**src/rtl/hazPkg.sv**
```systemverilog
package hazPkg;

    localparam int OpWidth      = 5;
    localparam int RegAddrWidth = 3;
    localparam int MemAddrWidth = 16;  // Same as the datapath width
    localparam int TrackDepth   = 4;   // ID, EX, MEM, WB

    // Destination of JAL and JALR
    localparam logic [RegAddrWidth-1:0] LinkReg = 3'd7;

    // Opcodes, top five bits of the instruction word
    localparam logic [OpWidth-1:0] OpNop  = 5'b00001;
    localparam logic [OpWidth-1:0] OpJ    = 5'b00100;
    localparam logic [OpWidth-1:0] OpJr   = 5'b00101;
    localparam logic [OpWidth-1:0] OpJal  = 5'b00110;
    localparam logic [OpWidth-1:0] OpJalr = 5'b00111;
    localparam logic [OpWidth-1:0] OpSt   = 5'b10000;
    localparam logic [OpWidth-1:0] OpLd   = 5'b10001;
    localparam logic [OpWidth-1:0] OpStu  = 5'b10011;

    // Branch group is 011xx
    localparam logic [2:0] OpBranchPfx = 3'b011;

    // One in-flight register write
    typedef struct packed {
        logic [RegAddrWidth-1:0] idx;
        logic                    valid;
    } regDestT;

    // One in-flight memory access
    typedef struct packed {
        logic [MemAddrWidth-1:0] addr;
        logic                    en;
    } memAccessT;

    // Forwarding selects, MSB first as the datapath expects them
    typedef struct packed {
        logic exToExRs;
        logic memToExRs;
        logic exToExRt;
        logic memToExRt;
        logic exToIdRs;   // Register jumps only
        logic memToIdRs;
    } fwdSelT;

    typedef struct packed {
        logic fwdEn;      // 0 stalls on every register match
        logic memChkEn;
    } hazCfgT;

    localparam hazCfgT CfgResetVal = '{fwdEn: 1'b0, memChkEn: 1'b1};

endpackage

```
**src/rtl/flowControl.sv**
```systemverilog
`timescale 1ns/1ns

module flowControl (
    input  logic clk,
    input  logic rstN,
    input  logic isJump,
    input  logic regStall,
    input  logic memStall,
    output logic nop,
    output logic pcStall,
    output logic bubble
);

    logic jumpBubble;
    logic jumpBubbleQ;   // Jump bubble issued last cycle

    // One bubble per jump, the re-presented jump passes
    assign jumpBubble = isJump & ~jumpBubbleQ;

    assign nop     = regStall | memStall;
    assign pcStall = nop | jumpBubble;
    assign bubble  = nop;

    // A data stall re-presents the jump, so it still owes its bubble
    always_ff @(posedge clk or negedge rstN) begin
        if (!rstN) begin
            jumpBubbleQ <= 1'b0;
        end else begin
            jumpBubbleQ <= jumpBubble & ~nop;
        end
    end

endmodule

```
**src/rtl/hazardCfg.sv**
```systemverilog
`timescale 1ns/1ns

module hazardCfg (
    input  logic           clk,
    input  logic           rstN,
    input  logic           cfgWe,
    input  hazPkg::hazCfgT cfgWdata,
    output hazPkg::hazCfgT cfg,
    output hazPkg::hazCfgT cfgRdata
);

    hazPkg::hazCfgT cfgQ;

    // New mode applies from the cycle after the write
    always_ff @(posedge clk or negedge rstN) begin
        if (!rstN) begin
            cfgQ <= hazPkg::CfgResetVal;   // Stall mode, memory check on
        end else if (cfgWe) begin
            cfgQ <= cfgWdata;
        end
    end

    assign cfg      = cfgQ;
    assign cfgRdata = cfgQ;   // Readback

endmodule

```
**src/rtl/hazardUnit.sv**
```systemverilog
`timescale 1ns/1ns

module hazardUnit #(
    parameter int DataWidth = 16
) (
    input  logic                            clk,
    input  logic                            rstN,
    input  logic [DataWidth-1:0]            instr,
    input  logic [hazPkg::RegAddrWidth-1:0] rd,
    input  logic                            writesReg,
    input  logic                            memEnable,
    input  logic [DataWidth-1:0]            reg1Data,
    input  logic [DataWidth-1:0]            imm,
    input  logic                            branchTaken,
    input  logic                            cfgWe,
    input  hazPkg::hazCfgT                  cfgWdata,
    output logic                            nop,
    output logic                            pcStall,
    output hazPkg::fwdSelT                  forwards,
    output hazPkg::hazCfgT                  cfgRdata
);

    logic [hazPkg::RegAddrWidth-1:0] rs;
    logic [hazPkg::RegAddrWidth-1:0] rt;
    hazPkg::regDestT                 dest;
    hazPkg::regDestT                 destStages [hazPkg::TrackDepth];
    hazPkg::memAccessT               curAcc;
    hazPkg::memAccessT               accStages [hazPkg::TrackDepth];
    hazPkg::hazCfgT                  cfg;
    logic                            isJump;
    logic                            isMem;
    logic                            memAccess;
    logic                            idIsLoad;
    logic                            regStall;
    logic                            memStall;
    logic                            bubble;

    instrDecode #(.DataWidth(DataWidth)) u_decode (
        .instr(instr), .rd(rd), .writesReg(writesReg),
        .rs(rs), .rt(rt), .dest(dest), .isJump(isJump), .isMem(isMem)
    );

    // Access counts only when the datapath enables memory too
    assign memAccess = isMem & memEnable;

    stageTrack #(.PayloadT(hazPkg::regDestT)) u_regTrack (
        .clk(clk), .rstN(rstN), .din(dest), .bubble(bubble),
        .kill(branchTaken), .stages(destStages)
    );

    stageTrack #(.PayloadT(hazPkg::memAccessT)) u_memTrack (
        .clk(clk), .rstN(rstN), .din(curAcc), .bubble(bubble),
        .kill(branchTaken), .stages(accStages)
    );

    regHazard u_regHaz (
        .rs(rs), .rt(rt), .destStages(destStages), .idIsLoad(idIsLoad),
        .branchTaken(branchTaken), .cfg(cfg), .regStall(regStall), .forwards(forwards)
    );

    memHazard #(.DataWidth(DataWidth)) u_memHaz (
        .reg1Data(reg1Data), .imm(imm), .isMem(memAccess), .accStages(accStages),
        .branchTaken(branchTaken), .cfg(cfg), .cur(curAcc), .memStall(memStall),
        .idIsLoad(idIsLoad)
    );

    hazardCfg u_cfg (
        .clk(clk), .rstN(rstN), .cfgWe(cfgWe), .cfgWdata(cfgWdata),
        .cfg(cfg), .cfgRdata(cfgRdata)
    );

    flowControl u_flow (
        .clk(clk), .rstN(rstN), .isJump(isJump), .regStall(regStall),
        .memStall(memStall), .nop(nop), .pcStall(pcStall), .bubble(bubble)
    );

endmodule

```
**src/rtl/instrDecode.sv**
```systemverilog
`timescale 1ns/1ns

module instrDecode #(
    parameter int DataWidth = 16
) (
    input  logic [DataWidth-1:0]              instr,
    input  logic [hazPkg::RegAddrWidth-1:0]   rd,
    input  logic                              writesReg,
    output logic [hazPkg::RegAddrWidth-1:0]   rs,
    output logic [hazPkg::RegAddrWidth-1:0]   rt,
    output hazPkg::regDestT                   dest,
    output logic                              isJump,
    output logic                              isMem
);

    localparam int RsMsb = DataWidth - hazPkg::OpWidth - 1;
    localparam int RtMsb = RsMsb - hazPkg::RegAddrWidth;

    logic [hazPkg::OpWidth-1:0] opcode;
    logic                       isLink;
    logic                       isBranch;
    logic                       isNop;

    assign opcode = instr[DataWidth-1 -: hazPkg::OpWidth];

    // Source fields sit right below the opcode
    assign rs = instr[RsMsb -: hazPkg::RegAddrWidth];
    assign rt = instr[RtMsb -: hazPkg::RegAddrWidth];

    always_comb begin
        isJump = 1'b0;
        isLink = 1'b0;
        isMem  = 1'b0;
        case (opcode)
            hazPkg::OpJ,
            hazPkg::OpJr:   isJump = 1'b1;
            hazPkg::OpJal,
            hazPkg::OpJalr: begin
                isJump = 1'b1;
                isLink = 1'b1;   // Writes the return address
            end
            hazPkg::OpLd,
            hazPkg::OpSt,
            hazPkg::OpStu:  isMem = 1'b1;
            default: ;
        endcase
    end

    assign isBranch = (opcode[hazPkg::OpWidth-1 -: 3] == hazPkg::OpBranchPfx);
    assign isNop    = (opcode == hazPkg::OpNop);

    // Branches and NOP never write, whatever the datapath claims
    always_comb begin
        dest.idx   = isLink ? hazPkg::LinkReg : rd;
        dest.valid = isLink | (writesReg & ~isBranch & ~isNop);
    end

endmodule

```
**src/rtl/memHazard.sv**
```systemverilog
`timescale 1ns/1ns

module memHazard #(
    parameter int DataWidth = 16
) (
    input  logic [DataWidth-1:0] reg1Data,
    input  logic [DataWidth-1:0] imm,
    input  logic                 isMem,
    input  hazPkg::memAccessT    accStages [hazPkg::TrackDepth],
    input  logic                 branchTaken,
    input  hazPkg::hazCfgT       cfg,
    output hazPkg::memAccessT    cur,
    output logic                 memStall,
    output logic                 idIsLoad
);

    logic [DataWidth-1:0]          effAddr;
    logic [hazPkg::TrackDepth-1:0] addrHit;

    assign effAddr = reg1Data + imm;   // Base plus offset

    always_comb begin
        cur.addr = effAddr;
        cur.en   = isMem;
    end

    always_comb begin
        for (int i = 0; i < hazPkg::TrackDepth; i++) begin
            addrHit[i] = accStages[i].en && (accStages[i].addr == effAddr);
        end
        addrHit[0] = addrHit[0] & ~branchTaken;   // Squashed entry
    end

    assign memStall = cfg.memChkEn & isMem & (|addrHit);

    // Memory op in ID, its data reaches the datapath a cycle late
    assign idIsLoad = accStages[0].en & ~branchTaken;

endmodule

```
**src/rtl/regHazard.sv**
```systemverilog
`timescale 1ns/1ns

module regHazard (
    input  logic [hazPkg::RegAddrWidth-1:0] rs,
    input  logic [hazPkg::RegAddrWidth-1:0] rt,
    input  hazPkg::regDestT                 destStages [hazPkg::TrackDepth],
    input  logic                            idIsLoad,
    input  logic                            branchTaken,
    input  hazPkg::hazCfgT                  cfg,
    output logic                            regStall,
    output hazPkg::fwdSelT                  forwards
);

    logic [hazPkg::TrackDepth-1:0] rsHit;
    logic [hazPkg::TrackDepth-1:0] rtHit;
    logic                          rsLoadUse;
    logic                          rtLoadUse;
    logic                          lateHit;

    always_comb begin
        for (int i = 0; i < hazPkg::TrackDepth; i++) begin
            rsHit[i] = destStages[i].valid && (destStages[i].idx == rs);
            rtHit[i] = destStages[i].valid && (destStages[i].idx == rt);
        end
        // ID entry is being killed this cycle
        rsHit[0] = rsHit[0] & ~branchTaken;
        rtHit[0] = rtHit[0] & ~branchTaken;
    end

    // Load data is not ready in time for EX to EX
    assign rsLoadUse = rsHit[0] & idIsLoad;
    assign rtLoadUse = rtHit[0] & idIsLoad;

    // MEM and WB writers have no forwarding path
    assign lateHit = rsHit[2] | rsHit[3] | rtHit[2] | rtHit[3];

    always_comb begin
        forwards = '0;
        if (cfg.fwdEn) begin
            forwards.exToExRs  = rsHit[0] & ~idIsLoad;
            forwards.memToExRs = rsHit[1] & ~rsHit[0];   // Younger writer wins
            forwards.exToExRt  = rtHit[0] & ~idIsLoad;
            forwards.memToExRt = rtHit[1] & ~rtHit[0];
            // Same matches, seen by a register jump resolving in ID
            forwards.exToIdRs  = rsHit[0] & ~idIsLoad;
            forwards.memToIdRs = rsHit[1] & ~rsHit[0];
            regStall = rsLoadUse | rtLoadUse | lateHit;
        end else begin
            regStall = (|rsHit) | (|rtHit);
        end
    end

endmodule

```
**src/rtl/stageTrack.sv**
```systemverilog
`timescale 1ns/1ns

// History of the instructions ahead of fetch, stage 0 is ID
module stageTrack #(
    parameter type PayloadT = hazPkg::regDestT
) (
    input  logic    clk,
    input  logic    rstN,
    input  PayloadT din,
    input  logic    bubble,
    input  logic    kill,
    output PayloadT stages [hazPkg::TrackDepth]
);

    always_ff @(posedge clk or negedge rstN) begin
        if (!rstN) begin
            for (int i = 0; i < hazPkg::TrackDepth; i++) begin
                stages[i] <= '0;
            end
        end else begin
            // Fetch is held on a bubble, so nothing real enters ID
            stages[0] <= bubble ? PayloadT'('0) : din;
            // Taken branch squashes the ID entry on its way to EX
            stages[1] <= kill ? PayloadT'('0) : stages[0];
            for (int i = 2; i < hazPkg::TrackDepth; i++) begin
                stages[i] <= stages[i-1];
            end
        end
    end

endmodule

```
**config.mk**
```make
export PLATFORM = sky130hd
export DESIGN_NAME = hazardUnit
export DESIGN_NICKNAME = d
export VERILOG_FILES = /design/src/rtl/hazPkg.sv /design/src/rtl/flowControl.sv /design/src/rtl/hazardCfg.sv /design/src/rtl/hazardUnit.sv /design/src/rtl/instrDecode.sv /design/src/rtl/memHazard.sv /design/src/rtl/regHazard.sv /design/src/rtl/stageTrack.sv
export SDC_FILE = /design/constraint.sdc
export NUM_CORES = 1
export LEC_CHECK = 0
export BUFFER_PORTS_ARGS = -buffer_cell sky130_fd_sc_hd__buf_2
export CAP_MARGIN = 20
export CORE_MARGIN = 5
export CORE_UTILIZATION = 35
export CTS_CLUSTER_DIAMETER = 60
export CTS_CLUSTER_SIZE = 25
export DETAILED_ROUTE_END_ITERATION = 10
export SETUP_SLACK_MARGIN = 0.1
export SLEW_MARGIN = 20
export SYNTH_ARGS = -nofsm -noshare
export SYNTH_HDL_FRONTEND = slang
export SYNTH_HIERARCHICAL = 1
export SYNTH_SLANG_ARGS = --single-unit
```
**constraint.sdc**
```tcl
create_clock -name clk -period 4 [get_ports clk]
set_input_delay 0 -clock clk [delete_from_list [all_inputs] [get_ports clk]]
set_output_delay 0 -clock clk [all_outputs]
set_load 0.05 [all_outputs]
```
==> metrics.md <==
| Metric | Value |
|---|---|
| Status | completed |
| Commonest cells after routing, fill and taps aside | dfrtp_1, xnor2_1, buf_2, buf_4, nor2_1 |
| Bufs on Longest Clock Path | 2 |
| Final Cycle Share | 0.965 |
| WP buf/inv | 1 |
| CP Class | reg2out |
| Row count | between 40 and 50 |
| Fin crit period | approximately 3.9 ns |
| Finish-stage setup viols | 0 |
| Core Box Area | between 15000 and 20000 um2 |
| Io pins | a little under 70 |
| First-pass GRT wire length | roughly 24 mm |
| Setup WS post-layout | between 0.1 and 0.15 ns |
| Drt total wl | roughly 15 mm |
| Startpoint types | register |
| Layout cells sized above 1 | 0.269 |
| Largest net degree at the start of global routing | 57 |
| Vias | about 4600 |
| Placer Congestion | 0.908 |
| Synthesized cell area | between 5000 and 6000 um2 |
| Place WS | -0.0557 ns |
| Data arrival, critical path | around 3.9 ns |
| Most common cell after layout, fill and taps aside | dfrtp_1 |
| Die ar. | roughly 19000 um2 |
| P_sw | roughly 1.1 mW |
| Placed Area | approximately 6300 um2 |
| Crit path cell chain | xnor2_2 -> mux2i_1 -> nand4_1 -> a2111oi_2 -> nand4_1 -> or4b_1 -> or4b_4 -> nor4b_4 -> a2111oi_1 -> a211oi_2 -> or2_4 -> nand2b_1 -> buf_6 |
| Initial antenna violation count | 0 |
| Max Clk Rate | 0.259 GHz |
| Internal | 2.13 mW |
| Drt pass-1 iters | 5 |
| Switching share of power | 0.338 |
| Area delta synth->final | 21.9% |
| Ys Warns | 6 |
| Residual DRC count | 0 |
| Final HPWL DP | between 10 and 15 mm |
| Synth unique cells | approximately 80 |
| Syn nets | 630 |
| Clock transition at path regs | around 0.070 ns |
| Skew final | around 0.011 ns |
| CTS sink cnt | 87 |
| Clk Latency, worst-skew pair | 0.35 ns |
| CTS tree | yes |
| Clock share of power | 0.299 |
| Clock root cell | clkbuf_16 |
| Ant. Diodes | 0 |
| Post-synth EDFFs | 0 |
| Overall Power | 3.22 mW |
| Hold depth | 4 |
| Ys async rst share | 1.00 |
| Starting density of the core | 0.356 |
| Worst slew pin tran | between 0.7 and 0.8 ns |
| Seq/Total Area, Yosys | 0.386 |
| CTS Buf Count | 9 |
| Final ANT Viol Nets | 0 |
| Worst vdd ir | roughly 0.18 mV |
| Max incr delay on CP | 0.52 ns |
| Number of synthesized register bits | 87 |
| Required @ worst endpoint | approximately 4 ns |
| Global Route Usage Sum | 0.167 |
| Die Ht | about 140 um |
| Via count of the first global-routing pass | approximately 4600 |
| Syn_area_per_cell | about 10 um2 |
| Pins over their slew limit | 0 |
| Net count, final | 721 |
| Total grt overflow | 0 |
| CP Capture Type | output port |
| Crit-path slowest cell | or4b_4 |
| Synth Instances | 555 |
| Final Cell Area | 6890 um2 |
| Worst min-delay path category | in2reg |
| Average wire per standard cell | 17.4 um |
| Most used cell, CP | nand4_1 |
| Final hold vios | 0 |
| Ys flop type | dfrtp_1 |
| LEAKAGE | between 2 and 3 nW |
| CP Max Fanout | 3 |
| Max-Cap Viols | 0 |
| Die width | 137 um |
| Avg Vias per Cell | 5.25 |
| Power Density | about 470 nW/um2 |
| Port Buffers | 63 |
| Combinational Power Share | 0.345 |
| RSZ-0062 raised after global routing | true |
| Fill count | between 1500 and 2000 |
| Iter 0 DRT Violations | approximately 390 |
| Delay-heaviest family, CP | simple AND/OR/NAND/NOR gates |
| Hold WS | ~0.030 ns |
| Sequential share of power | 0.357 |
| Reg2Reg Depth | 14 |
| H-tree levels | 3 |
| Slew HR | 0.494 |
| Cell count along the critical path | 13 |
## through the flow
stage / cells / setup TNS (ns) / utilization
floorplan: 555 / 0 / -
finish: 867 / 0 / 0.434
CTS: 865 / 0 / 0.428
detailed placement: 836 / -0.283 / 0.397
global placement: 836 / 0 / 0.397
global route: 867 / -0.0371 / 0.434
## cell families after synthesis
logic type,share of synthesized area
xor gates and xnor gates,0.171
adders and majority gates,0.0368
DFF,0.386
buffers and inverters,0.0481
muxes,0.0204
and+or+nand+nor,0.205
AOI/OAI and AO/OA,0.133
## state kept, by name, summed over array words and instances, names as in the netlist
register / cells
u_regTrack/stages: 16
u_cfg/cfg: 2
u_memTrack/stages: 68
u_flow/jumpBubbleQ: 1
## routing by layer
metal  part of all wire  global-route usage
met4              0.020              0.0571
met5                  0                   0
met1               0.45               0.238
met3              0.063              0.0250
met2               0.46               0.258
## cell usage after synthesis (4+ instances only)
| library cell | n | area share |
|---|---|---|
| dfrtp_1 | 86 | 0.38 |
| xnor2_1 | 68 | 0.11 |
| nor2_1 | 37 | 0.025 |
| nor2b_1 | 30 | 0.033 |
| a21oi_1 | 26 | 0.023 |
| xor2_1 | 21 | 0.033 |
| ha_1 | 15 | 0.033 |
| and2b_2 | 14 | 0.022 |
| nand2_1 | 14 | 0.0093 |
| nand4_1 | 14 | 0.015 |
| inv_1 | 13 | 0.0086 |
| buf_4 | 12 | 0.016 |
| nand3_1 | 11 | 0.0097 |
| nor3_1 | 11 | 0.0097 |
| o21ai_0 | 11 | 0.0097 |
| buf_2 | 9 | 0.0080 |
| and2_1 | 8 | 0.0089 |
| nor4_1 | 8 | 0.0089 |
| clkbuf_1 | 7 | 0.0047 |
| mux2i_1 | 7 | 0.012 |
| nand2b_1 | 7 | 0.0077 |
| o21a_1 | 6 | 0.0080 |
| o2111ai_1 | 5 | 0.0077 |
| o211ai_1 | 5 | 0.0066 |
| xnor3_1 | 5 | 0.020 |
| a31oi_1 | 4 | 0.0044 |
| clkbuf_2 | 4 | 0.0035 |
| mux2_2 | 4 | 0.0080 |
| nor4b_1 | 4 | 0.0062 |
| or2_1 | 4 | 0.0044 |
## worst paths after layout
path	start	end	slack (ns)
max reg2reg	u_memTrack/stages[28]$_DFF_PN0_	u_memTrack/stages[66]$_DFF_PN0_	0.22
max in group asynchronous	rstN	u_memTrack/stages[19]$_DFF_PN0_	2.81
min reg2reg	u_memTrack/stages[19]$_DFF_PN0_	u_memTrack/stages[2]$_DFF_PN0_	0.39
min in group asynchronous	rstN	u_memTrack/stages[41]$_DFF_PN0_	0.27
min	writesReg	u_regTrack/stages[12]$_DFF_PN0_	0.03
max	u_memTrack/stages[28]$_DFF_PN0_	pcStall	0.14
## area by class of cell
cell class | instances | area [um2] | area share
well taps | 216 | 270 | 0.0392
clock buffers | 10 | 239 | 0.0347
flip-flops and latches | 87 | 2180 | 0.316
clock inverters | 6 | 100 | 0.0145
repair buffers | 117 | 776 | 0.113
multi-input cells | 418 | 3270 | 0.475
inverters | 13 | 48.8 | 0.00709
## power groups by stage
stage | sequential (mW) | clock [mW] | combinational [mW]
after floorplan | 1.13 | 0 | 0.746
after global placement | 1.16 | 0 | 1.03
after detailed placement | 1.16 | 0 | 1.03
after CTS | 1.15 | 0.981 | 1.06
after global routing | 1.17 | 1.02 | 1.20
final | 1.15 | 0.962 | 1.11
## worst register-to-register path: cells and delay by family, from the launching register on
kind	cells	cell delay [ns]
and+or+nand+nor	7	2.06
AOI/OAI and AO/OA	3	0.51
DFF	1	0.42
muxes	1	0.23
buffers and inverters	2	0.23
xor gates and xnor gates	1	0.21
## what timing repair did
item                       in CTS  in global routing
pin swaps                       1                  7
setup endpoints to repair       2                 24
hold endpoints to repair       61                  0
buffers inserted                2                  2
hold buffers                   11                  0
resized for setup               5                 15
No activity file was read; power rests on OpenSTA's default activity.
